`src/design/exec_pkg.sv`:
```
`default_nettype none

package exec_pkg;

    // Width of an architectural register index
    localparam int REG_ADDR_W = 5;

    // Encoding order is shared with the stimulus file
    typedef enum logic [3:0] {
        OP_ADD,
        OP_SUB,
        OP_AND,
        OP_OR,
        OP_XOR,
        OP_SLL,
        OP_SRL,
        OP_SRA,
        OP_SLT,
        OP_SLTU,
        OP_MUL,
        OP_MULHU,
        OP_DIVU,
        OP_REMU
    } exec_op_e;

    typedef enum logic [1:0] {
        FU_ALU,
        FU_MUL,
        FU_DIV
    } func_unit_e;

    // Unit that produces the result of an operation
    function automatic func_unit_e unit_of(exec_op_e op);
        case (op)
            OP_MUL, OP_MULHU: begin
                return FU_MUL;
            end
            OP_DIVU, OP_REMU: begin
                return FU_DIV;
            end
            default: begin
                return FU_ALU;
            end
        endcase
    endfunction

endpackage

`default_nettype wire
```
`src/design/exec_core.sv`:
```
`default_nettype none

module exec_core import exec_pkg::*; #(
    parameter int XLEN = 32
) (
    input  logic                  clk,
    input  logic                  resetn,
    input  logic                  i_valid,
    output logic                  o_ready,
    input  exec_op_e              i_op,
    input  logic [REG_ADDR_W-1:0] i_rd,
    input  logic [REG_ADDR_W-1:0] i_rs1,
    input  logic [REG_ADDR_W-1:0] i_rs2,
    input  logic                  i_use_imm,
    input  logic [XLEN-1:0]       i_imm,
    output logic                  o_wb_valid,
    output logic [REG_ADDR_W-1:0] o_wb_rd,
    output logic [XLEN-1:0]       o_wb_data
);

    logic                  accept;

    // Issue register
    logic                  issue_valid;
    exec_op_e              issue_op;
    logic [REG_ADDR_W-1:0] issue_rd;
    logic [REG_ADDR_W-1:0] issue_rs1;
    logic [REG_ADDR_W-1:0] issue_rs2;
    logic                  issue_use_imm;
    logic [XLEN-1:0]       issue_imm;
    logic                  issue_go;
    logic                  stall;
    logic [XLEN-1:0]       rf_rs1;
    logic [XLEN-1:0]       rf_rs2;
    logic [XLEN-1:0]       rs1_value;
    logic [XLEN-1:0]       rs2_value;
    logic [XLEN-1:0]       op_b;
    logic [XLEN-1:0]       alu_result;

    // EX1
    logic                  ex1_valid;
    logic                  ex1_go;
    exec_op_e              ex1_op;
    func_unit_e            ex1_unit;
    logic [REG_ADDR_W-1:0] ex1_rd;
    logic [XLEN-1:0]       ex1_data;
    logic [XLEN-1:0]       ex1_data2;

    // EX2
    logic                  ex2_valid;
    logic                  ex2_free;
    func_unit_e            ex2_unit;
    logic [REG_ADDR_W-1:0] ex2_rd;
    logic [XLEN-1:0]       ex2_alu_data;
    logic                  ex2_data_valid;
    logic [XLEN-1:0]       ex2_data;
    logic                  mul_done;
    logic [XLEN-1:0]       mul_result;
    logic                  div_done;
    logic [XLEN-1:0]       div_result;

    assign ex1_unit = unit_of(ex1_op);
    assign ex2_free = !ex2_valid || ex2_data_valid;
    assign ex1_go   = ex1_valid && ex2_free;
    assign issue_go = issue_valid && !stall && (!ex1_valid || ex1_go);
    assign o_ready  = !issue_valid || issue_go;
    assign accept   = i_valid && o_ready;
    assign op_b     = issue_use_imm ? issue_imm : rs2_value;

    always_ff @(posedge clk or negedge resetn) begin
        if (!resetn) begin
            issue_valid <= 1'b0;
            ex1_valid   <= 1'b0;
            ex2_valid   <= 1'b0;
        end else begin
            if (o_ready) begin
                issue_valid <= i_valid;
            end
            if (issue_go) begin
                ex1_valid <= 1'b1;
            end else if (ex1_go) begin
                ex1_valid <= 1'b0;
            end
            if (ex1_go) begin
                ex2_valid <= 1'b1;
            end else if (ex2_data_valid) begin
                ex2_valid <= 1'b0;
            end
        end
    end

    always_ff @(posedge clk) begin
        if (accept) begin
            issue_op      <= i_op;
            issue_rd      <= i_rd;
            issue_rs1     <= i_rs1;
            issue_rs2     <= i_rs2;
            issue_use_imm <= i_use_imm;
            issue_imm     <= i_imm;
        end
        if (issue_go) begin
            ex1_op    <= issue_op;
            ex1_rd    <= issue_rd;
            // MUL and DIV carry raw operands into EX2
            ex1_data  <= unit_of(issue_op) == FU_ALU ? alu_result : rs1_value;
            ex1_data2 <= op_b;
        end
        if (ex1_go) begin
            ex2_unit     <= ex1_unit;
            ex2_rd       <= ex1_rd;
            ex2_alu_data <= ex1_data;
        end
    end

    always_comb begin
        ex2_data_valid = 1'b0;
        ex2_data       = ex2_alu_data;
        case (ex2_unit)
            FU_ALU: begin
                ex2_data_valid = ex2_valid;
            end
            FU_MUL: begin
                ex2_data_valid = ex2_valid && mul_done;
                ex2_data       = mul_result;
            end
            FU_DIV: begin
                ex2_data_valid = ex2_valid && div_done;
                ex2_data       = div_result;
            end
            default: begin
            end
        endcase
    end

    assign o_wb_valid = ex2_data_valid;
    assign o_wb_rd    = ex2_rd;
    assign o_wb_data  = ex2_data;

    reg_file #(.XLEN(XLEN)) u_reg_file (
        .clk       (clk),
        .resetn    (resetn),
        .i_ra_sel  (i_rs1),
        .i_rb_sel  (i_rs2),
        .i_ra_load (accept),
        .o_ra_data (rf_rs1),
        .o_rb_data (rf_rs2),
        .i_w_en    (ex2_data_valid),
        .i_w_sel   (ex2_rd),
        .i_w_data  (ex2_data)
    );

    // Immediate forms never wait on rs2
    operand_bypass #(.XLEN(XLEN)) u_operand_bypass (
        .i_rs1            (issue_rs1),
        .i_rs2            (issue_use_imm ? {REG_ADDR_W{1'b0}} : issue_rs2),
        .i_rf_rs1         (rf_rs1),
        .i_rf_rs2         (rf_rs2),
        .i_ex1_pending    (ex1_valid),
        .i_ex1_op         (ex1_op),
        .i_ex1_rd         (ex1_rd),
        .i_ex1_data       (ex1_data),
        .i_ex2_pending    (ex2_valid),
        .i_ex2_rd         (ex2_rd),
        .i_ex2_data_valid (ex2_data_valid),
        .i_ex2_data       (ex2_data),
        .o_rs1_value      (rs1_value),
        .o_rs2_value      (rs2_value),
        .o_stall          (stall)
    );

    alu #(.XLEN(XLEN)) u_alu (
        .i_op     (issue_op),
        .i_a      (rs1_value),
        .i_b      (op_b),
        .o_result (alu_result)
    );

    mul_unit #(.XLEN(XLEN)) u_mul_unit (
        .clk      (clk),
        .resetn   (resetn),
        .i_start  (ex1_go && ex1_unit == FU_MUL),
        .i_high   (ex1_op == OP_MULHU),
        .i_a      (ex1_data),
        .i_b      (ex1_data2),
        .o_done   (mul_done),
        .o_result (mul_result)
    );

    div_unit #(.XLEN(XLEN)) u_div_unit (
        .clk      (clk),
        .resetn   (resetn),
        .i_start  (ex1_go && ex1_unit == FU_DIV),
        .i_rem    (ex1_op == OP_REMU),
        .i_a      (ex1_data),
        .i_b      (ex1_data2),
        .o_done   (div_done),
        .o_result (div_result)
    );

endmodule

`default_nettype wire

```
`src/design/div_unit.sv`:
```
`default_nettype none

module div_unit #(
    parameter int XLEN = 32
) (
    input  logic            clk,
    input  logic            resetn,
    input  logic            i_start,
    input  logic            i_rem,
    input  logic [XLEN-1:0] i_a,
    input  logic [XLEN-1:0] i_b,
    output logic            o_done,
    output logic [XLEN-1:0] o_result
);

    localparam int CNT_W = $clog2(XLEN + 1);

    logic             busy;
    logic [CNT_W-1:0] count;
    logic             rem_q;
    logic [XLEN-1:0]  divisor;
    logic [XLEN-1:0]  remainder;
    // Dividend shifts out the top while quotient bits enter at the bottom
    logic [XLEN-1:0]  quotient;
    logic [XLEN:0]    shifted;
    logic [XLEN:0]    diff;

    assign shifted = {remainder, quotient[XLEN-1]};
    assign diff    = shifted - {1'b0, divisor};

    always_ff @(posedge clk or negedge resetn) begin
        if (!resetn) begin
            busy   <= 1'b0;
            count  <= '0;
            o_done <= 1'b0;
        end else begin
            o_done <= 1'b0;
            if (i_start) begin
                busy  <= 1'b1;
                count <= CNT_W'(XLEN);
            end else if (busy) begin
                count <= count - 1'b1;
                if (count == CNT_W'(1)) begin
                    busy   <= 1'b0;
                    o_done <= 1'b1;
                end
            end
        end
    end

    // A zero divisor never borrows, so quotient fills with ones
    // and the dividend ends up in the remainder
    always_ff @(posedge clk) begin
        if (i_start) begin
            divisor   <= i_b;
            remainder <= '0;
            quotient  <= i_a;
            rem_q     <= i_rem;
        end else if (busy) begin
            quotient  <= {quotient[XLEN-2:0], ~diff[XLEN]};
            // Restore on borrow
            remainder <= diff[XLEN] ? shifted[XLEN-1:0] : diff[XLEN-1:0];
        end
    end

    assign o_result = rem_q ? remainder : quotient;

endmodule

`default_nettype wire

```
`src/design/mul_unit.sv`:
```
`default_nettype none

module mul_unit #(
    parameter int XLEN = 32
) (
    input  logic            clk,
    input  logic            resetn,
    input  logic            i_start,
    input  logic            i_high,
    input  logic [XLEN-1:0] i_a,
    input  logic [XLEN-1:0] i_b,
    output logic            o_done,
    output logic [XLEN-1:0] o_result
);

    localparam int CNT_W = $clog2(XLEN + 1);

    logic              busy;
    logic [CNT_W-1:0]  count;
    logic              high_q;
    logic [XLEN-1:0]   multiplicand;
    // Upper half accumulates, lower half shifts the multiplier out
    logic [2*XLEN-1:0] product;
    logic [XLEN:0]     partial;

    assign partial = {1'b0, product[2*XLEN-1:XLEN]} +
                     (product[0] ? {1'b0, multiplicand} : '0);

    always_ff @(posedge clk or negedge resetn) begin
        if (!resetn) begin
            busy   <= 1'b0;
            count  <= '0;
            o_done <= 1'b0;
        end else begin
            o_done <= 1'b0;
            if (i_start) begin
                busy  <= 1'b1;
                count <= CNT_W'(XLEN);
            end else if (busy) begin
                count <= count - 1'b1;
                // Last multiplier bit consumed
                if (count == CNT_W'(1)) begin
                    busy   <= 1'b0;
                    o_done <= 1'b1;
                end
            end
        end
    end

    always_ff @(posedge clk) begin
        if (i_start) begin
            multiplicand <= i_a;
            product      <= {{XLEN{1'b0}}, i_b};
            high_q       <= i_high;
        end else if (busy) begin
            product <= {partial, product[XLEN-1:1]};
        end
    end

    assign o_result = high_q ? product[2*XLEN-1:XLEN] : product[XLEN-1:0];

endmodule

`default_nettype wire

```
`src/design/alu.sv`:
```
`default_nettype none

module alu import exec_pkg::*; #(
    parameter int XLEN = 32
) (
    input  exec_op_e        i_op,
    input  logic [XLEN-1:0] i_a,
    input  logic [XLEN-1:0] i_b,
    output logic [XLEN-1:0] o_result
);

    localparam int SHAMT_W = $clog2(XLEN);

    logic [SHAMT_W-1:0] shamt;
    logic               lt_signed;
    logic               lt_unsigned;

    assign shamt       = i_b[SHAMT_W-1:0];
    assign lt_signed   = $signed(i_a) < $signed(i_b);
    assign lt_unsigned = i_a < i_b;

    always_comb begin
        case (i_op)
            OP_ADD: begin
                o_result = i_a + i_b;
            end
            OP_SUB: begin
                o_result = i_a - i_b;
            end
            OP_AND: begin
                o_result = i_a & i_b;
            end
            OP_OR: begin
                o_result = i_a | i_b;
            end
            OP_XOR: begin
                o_result = i_a ^ i_b;
            end
            OP_SLL: begin
                o_result = i_a << shamt;
            end
            OP_SRL: begin
                o_result = i_a >> shamt;
            end
            OP_SRA: begin
                o_result = $signed(i_a) >>> shamt;
            end
            OP_SLT: begin
                o_result = {{(XLEN-1){1'b0}}, lt_signed};
            end
            OP_SLTU: begin
                o_result = {{(XLEN-1){1'b0}}, lt_unsigned};
            end
            // Multiply and divide are handled in EX2
            default: begin
                o_result = '0;
            end
        endcase
    end

endmodule

`default_nettype wire

```
`src/design/operand_bypass.sv`:
```
`default_nettype none

module operand_bypass import exec_pkg::*; #(
    parameter int XLEN = 32
) (
    input  logic [REG_ADDR_W-1:0] i_rs1,
    input  logic [REG_ADDR_W-1:0] i_rs2,
    input  logic [XLEN-1:0]       i_rf_rs1,
    input  logic [XLEN-1:0]       i_rf_rs2,
    input  logic                  i_ex1_pending,
    input  exec_op_e              i_ex1_op,
    input  logic [REG_ADDR_W-1:0] i_ex1_rd,
    input  logic [XLEN-1:0]       i_ex1_data,
    input  logic                  i_ex2_pending,
    input  logic [REG_ADDR_W-1:0] i_ex2_rd,
    input  logic                  i_ex2_data_valid,
    input  logic [XLEN-1:0]       i_ex2_data,
    output logic [XLEN-1:0]       o_rs1_value,
    output logic [XLEN-1:0]       o_rs2_value,
    output logic                  o_stall
);

    logic                  ex1_known;
    logic [REG_ADDR_W-1:0] src_sel [2];
    logic [XLEN-1:0]       src_rf  [2];
    logic [XLEN-1:0]       src_val [2];
    logic [1:0]            src_stall;

    // Only ALU results are ready while still in EX1
    assign ex1_known = unit_of(i_ex1_op) == FU_ALU;

    assign src_sel[0] = i_rs1;
    assign src_sel[1] = i_rs2;
    assign src_rf[0]  = i_rf_rs1;
    assign src_rf[1]  = i_rf_rs2;

    always_comb begin
        for (int i = 0; i < 2; i++) begin
            src_val[i]   = src_rf[i];
            src_stall[i] = 1'b0;
            if (src_sel[i] != '0) begin
                // Youngest producer wins
                if (i_ex1_pending && i_ex1_rd == src_sel[i]) begin
                    if (ex1_known) begin
                        src_val[i] = i_ex1_data;
                    end else begin
                        src_stall[i] = 1'b1;
                    end
                end else if (i_ex2_pending && i_ex2_rd == src_sel[i]) begin
                    if (i_ex2_data_valid) begin
                        src_val[i] = i_ex2_data;
                    end else begin
                        src_stall[i] = 1'b1;
                    end
                end
            end
        end
    end

    assign o_rs1_value = src_val[0];
    assign o_rs2_value = src_val[1];
    assign o_stall     = |src_stall;

endmodule

`default_nettype wire

```
`src/design/reg_file.sv`:
```
`default_nettype none

module reg_file import exec_pkg::*; #(
    parameter int XLEN = 32
) (
    input  logic                  clk,
    input  logic                  resetn,
    input  logic [REG_ADDR_W-1:0] i_ra_sel,
    input  logic [REG_ADDR_W-1:0] i_rb_sel,
    input  logic                  i_ra_load,
    output logic [XLEN-1:0]       o_ra_data,
    output logic [XLEN-1:0]       o_rb_data,
    input  logic                  i_w_en,
    input  logic [REG_ADDR_W-1:0] i_w_sel,
    input  logic [XLEN-1:0]       i_w_data
);

    localparam int NREGS = 1 << REG_ADDR_W;

    logic [XLEN-1:0]       regs [NREGS];
    logic [REG_ADDR_W-1:0] ra_sel_q;
    logic [REG_ADDR_W-1:0] rb_sel_q;

    always_ff @(posedge clk or negedge resetn) begin
        if (!resetn) begin
            ra_sel_q <= '0;
            rb_sel_q <= '0;
            for (int i = 0; i < NREGS; i++) begin
                regs[i] <= '0;
            end
        end else begin
            if (i_ra_load) begin
                ra_sel_q <= i_ra_sel;
                rb_sel_q <= i_rb_sel;
            end
            // x0 keeps its reset value
            if (i_w_en && i_w_sel != '0) begin
                regs[i_w_sel] <= i_w_data;
            end
        end
    end

    assign o_ra_data = regs[ra_sel_q];
    assign o_rb_data = regs[rb_sel_q];

endmodule

`default_nettype wire

```
`config.mk`:
```
export PLATFORM = sky130hd
export DESIGN_NAME = exec_core
export DESIGN_NICKNAME = d
export VERILOG_FILES = /design/src/design/exec_pkg.sv /design/src/design/exec_core.sv /design/src/design/div_unit.sv /design/src/design/mul_unit.sv /design/src/design/alu.sv /design/src/design/operand_bypass.sv /design/src/design/reg_file.sv
export SDC_FILE = /design/constraint.sdc
export NUM_CORES = 2
export LEC_CHECK = 0
export BUFFER_PORTS_ARGS = -buffer_cell sky130_fd_sc_hd__buf_2
export CAP_MARGIN = 20
export CORE_MARGIN = 5
export CORE_UTILIZATION = 58
export CTS_CLUSTER_DIAMETER = 120
export DETAILED_ROUTE_END_ITERATION = 16
export GPL_TIMING_DRIVEN = 1
export PLACE_DENSITY = 0.81
export SETUP_SLACK_MARGIN = 0.02
export SLEW_MARGIN = 20
export SYNTH_ARGS = -nofsm -noshare
export SYNTH_HDL_FRONTEND = slang
export SYNTH_SLANG_ARGS = --single-unit
```
`constraint.sdc`:
```
create_clock -name clk -period 6 [get_ports clk]
set_clock_uncertainty 0.15 [all_clocks]
set_input_delay 0.9 -clock clk [delete_from_list [all_inputs] [get_ports clk]]
set_output_delay 0.9 -clock clk [all_outputs]
set_load 0.02 [all_outputs]
```
==> impl_metrics.ini <==
[logic_synthesis]
yosys.area_share.simple = 0.117
netlist.top_cell.by_area = dfrtp_1
synth.top_cells.by_area = dfrtp_1 32%, mux4_2 13%, edfxtp_1 11%
synthesized_area_fraction_occupied_by_ao_oa_aoi_and_oai_cells = 0.164
primary_ff_master_synth = dfrtp_1
xor_xnor_fraction_of_synth_area = 0.00841
synth_largest_type_area_fraction = 0.324
synth_seq_area_share = 0.449
synth.area.mux_share = 0.188
synth_fp_nets = 8120
mappedNetlistArea_um2 = 81300
syn_area_per_cell_um2 = 10.3
synthDistinctLibCells = 114
ys_async_sr_fraction = 0.746
postSynthRegisterBits = 1411
synthCells = 7890
synth_fa_ha_area_frac = 0.0273
synth_top_family_by_area = multiplexers
synth.yosys.warnings = 0
edff_count_synth = 294

[critical_path]
cp-start-kind = register
crit_arrival_ns = 6.37
cp-end-kind = register
ws_path_type = register to register
critical_path.max_fanout = 13
setup.worst_path.start = u_reg_file.rb_sel_q[0]
crit_required_ns = 6.41
r2r_start = u_reg_file.rb_sel_q[0]

[finish]
growth_of_design_area_from_synthesis_to_finish_pct = 16.2
n_fill_cell = 9997
final_nets = 8541
postLayoutCellArea_um2 = 94400
drive_gt1_frac = 0.236

[sta]
timing.fmax_ghz = 0.168
grt_setup_unrepaired = yes
period_share = 0.993
fin_crit_ns = 5.96
final_max_slew_viol_count = 0
fin_worst_hold_slack_ns = 0.0284
setup_viol = 0
slew-limit-headroom = 0.158
timing_hold_violations_final = 0
worst-slew-pin-transition_ns = 1.26
final.setup.tns_ns = 0

[routing]
drt_first_iter_violations = 11900
wl_mm = 336
vias = 73800
drtAntennaViolNets = 0
drc = 0
detail_route.first_pass.iterations = 10
post_detailed_route_wirelength_per_cell_um = 32.6
drt-vias-per-instance = 7.16

[run]
maxCapViolCount = 0

[cts]
cts_max_path_buffers = 3
htree_num_levels = 4
path_clk_slew_ns = 0.06
worstSkewPairLatency_ns = 0.84
cts_root_buf = clkbuf_16
cts.sinks = 1411
tritoncts_clock_tree = built
cts_inserted_buffers = 150

[floorplan]
rows = 137
floorplan.core_area_um2 = 139000
chipHeight_um = 384
start_util = 0.583
ios = 94
die_area_um2 = 148000
floorplan.die.width_um = 384

[global_route]
pin_count_of_the_biggest_net_entering_global_routing = 145
grt_pass1_vias = 72300
first_pass_grt_wire_length_mm = 483
overflow = 0
gr-usage-all-layers = 0.446
antenna_found_initial = 23

[outcome]
status = finished, final reports clean

[place]
detailed_place.area_um2 = 88200
gp_congestion = 1.06
dp_hpwl_mm = 229
buffer_ports.inserted = 93

[min_path]
timing.hold.worst.class = input port to async pin
[cell families after synthesis]
logic type | after synthesis
AO/OA/AOI/OAI | 2170
XOR/XNOR | 78
adder cells (fa/ha/maj) | 175
buffers and inverters | 893
flip-flops | 1411
multiplexers | 922
AND/OR/NAND/NOR | 2241
[layer usage]
layer / track usage / routed length (µm) / share of wire / vias up
met5: 0 / 138 / 0.00041 / -
met4: 0.276 / 26100 / 0.078 / 20
met3: 0.160 / 49800 / 0.15 / 1623
met2: 0.638 / 141000 / 0.42 / 6375
met1: 0.582 / 119000 / 0.35 / 36000
li1: - / - / - / 29800
[what timing repair did]
| action | CTS | global route |
|---|---|---|
| hold buffers | 0 | 0 |
| gates resized for setup | 50 | 100 |
| setup buffers | 7 | 27 |
| endpoints found under the setup margin | 20 | 22 |
| pin swaps | 3 | 40 |
| cloned | 3 | 5 |
[state kept, by name, indices dropped and copies added, names as in the netlist, 6 cells and up]
name and count:
u_reg_file.regs 1024, u_mul_unit.product 64, ex1_data2 32, ex1_data 32, ex2_alu_data 32, issue_imm 32
u_div_unit.divisor 32, u_div_unit.quotient 32, u_div_unit.remainder 32, u_mul_unit.multiplicand 32, u_div_unit.count 6, u_mul_unit.count 6
[path summary, 6_finish.rpt]
kind                                           to  cells past startpoint  slack (ns)
max reg2reg                          ex1_data[28]                     20        0.04
max                                  ex1_data[28]                     20        0.04
max in group asynchronous  u_reg_file.ra_sel_q[4]                      2        4.20
min reg2reg                 u_reg_file.regs[1011]                      0        0.25
min                           u_reg_file.regs[89]                      1        0.03
min in group clk                      issue_rd[0]                      1        0.09
[layout by cell type (no fill, tap or decap), types with 50 or more instances in the layout]
cell,n
a21oi_1,292
a22oi_1,188
and2_1,55
buf_2,92
buf_4,799
clkbuf_16,160
dfrtp_1,1043
dfxtp_1,64
edfxtp_1,294
ha_1,167
inv_1,175
mux2_2,56
mux2i_1,372
mux4_2,478
nand2_1,1326
nand3_1,105
nor2_1,385
nor2b_1,50
nor3_1,62
o21ai_0,1056
o22ai_1,81
[layout make-up]
type	instances	area, µm²	share of cell area
Antenna cell	8	20.0	0.000212
Clock buffer	216	4380	0.0464
Clock inverter	52	588	0.00623
Inverter	196	747	0.00791
Multi-Input combinational cell	5586	42000	0.445
Sequential cell	1411	36500	0.386
Tap cell	1876	2350	0.0249
Timing Repair Buffer	966	7880	0.0834
[synthesized netlist by cell type, types with 30 or more instances]
cell	count
clkbuf_1	488
o22ai_1	83
ha_1	171
buf_2	94
nand2b_1	36
o211ai_1	36
mux4_2	478
nand3_1	112
xnor2_1	41
nor2_1	395
o21ai_0	1068
dfrtp_1	1053
a22oi_1	190
dfxtp_1	64
buf_4	36
o221ai_1	39
nor2b_1	54
mux2_2	59
inv_1	177
nor3_1	85
nand2_1	1358
o21a_1	30
a221oi_1	41
and2_1	57
edfxtp_1	294
nand4_1	35
buf_1	61
a21oi_1	310
xor2_1	37
mux2i_1	379
a21o_1	44
[critical path, stage by stage (launching register included)]
cell and delay (ns):
dfrtp_4 0.54, buf_12 0.19, buf_16 0.18, mux4_2 0.53, mux4_2 0.49, mux2_2 0.35
o32ai_1 0.18, buf_4 0.19, o21a_1 0.13, ha_2 0.33, or3_4 0.41, or4_4 0.49
nand3_2 0.09, a211o_1 0.22, a21oi_4 0.10, o31ai_4 0.32, a21oi_1 0.10, nor2_1 0.12
o32a_1 0.16, nor2_1 0.04, a2111o_1 0.34
[stage by stage]
stage                     cells  worst slack [ns]   util
after floorplan            7890           -0.0104      -
after global placement     9991            -0.204  0.633
after detailed placement   9991            -0.277  0.633
after CTS                 10300            0.0279  0.671
after global routing      10300           -0.0786  0.678
final                     10300            0.0400  0.678
Power is left out: the tool's default activity adds up to more than one toggle a clock period on the data nets, which glitch-free logic cannot reach.
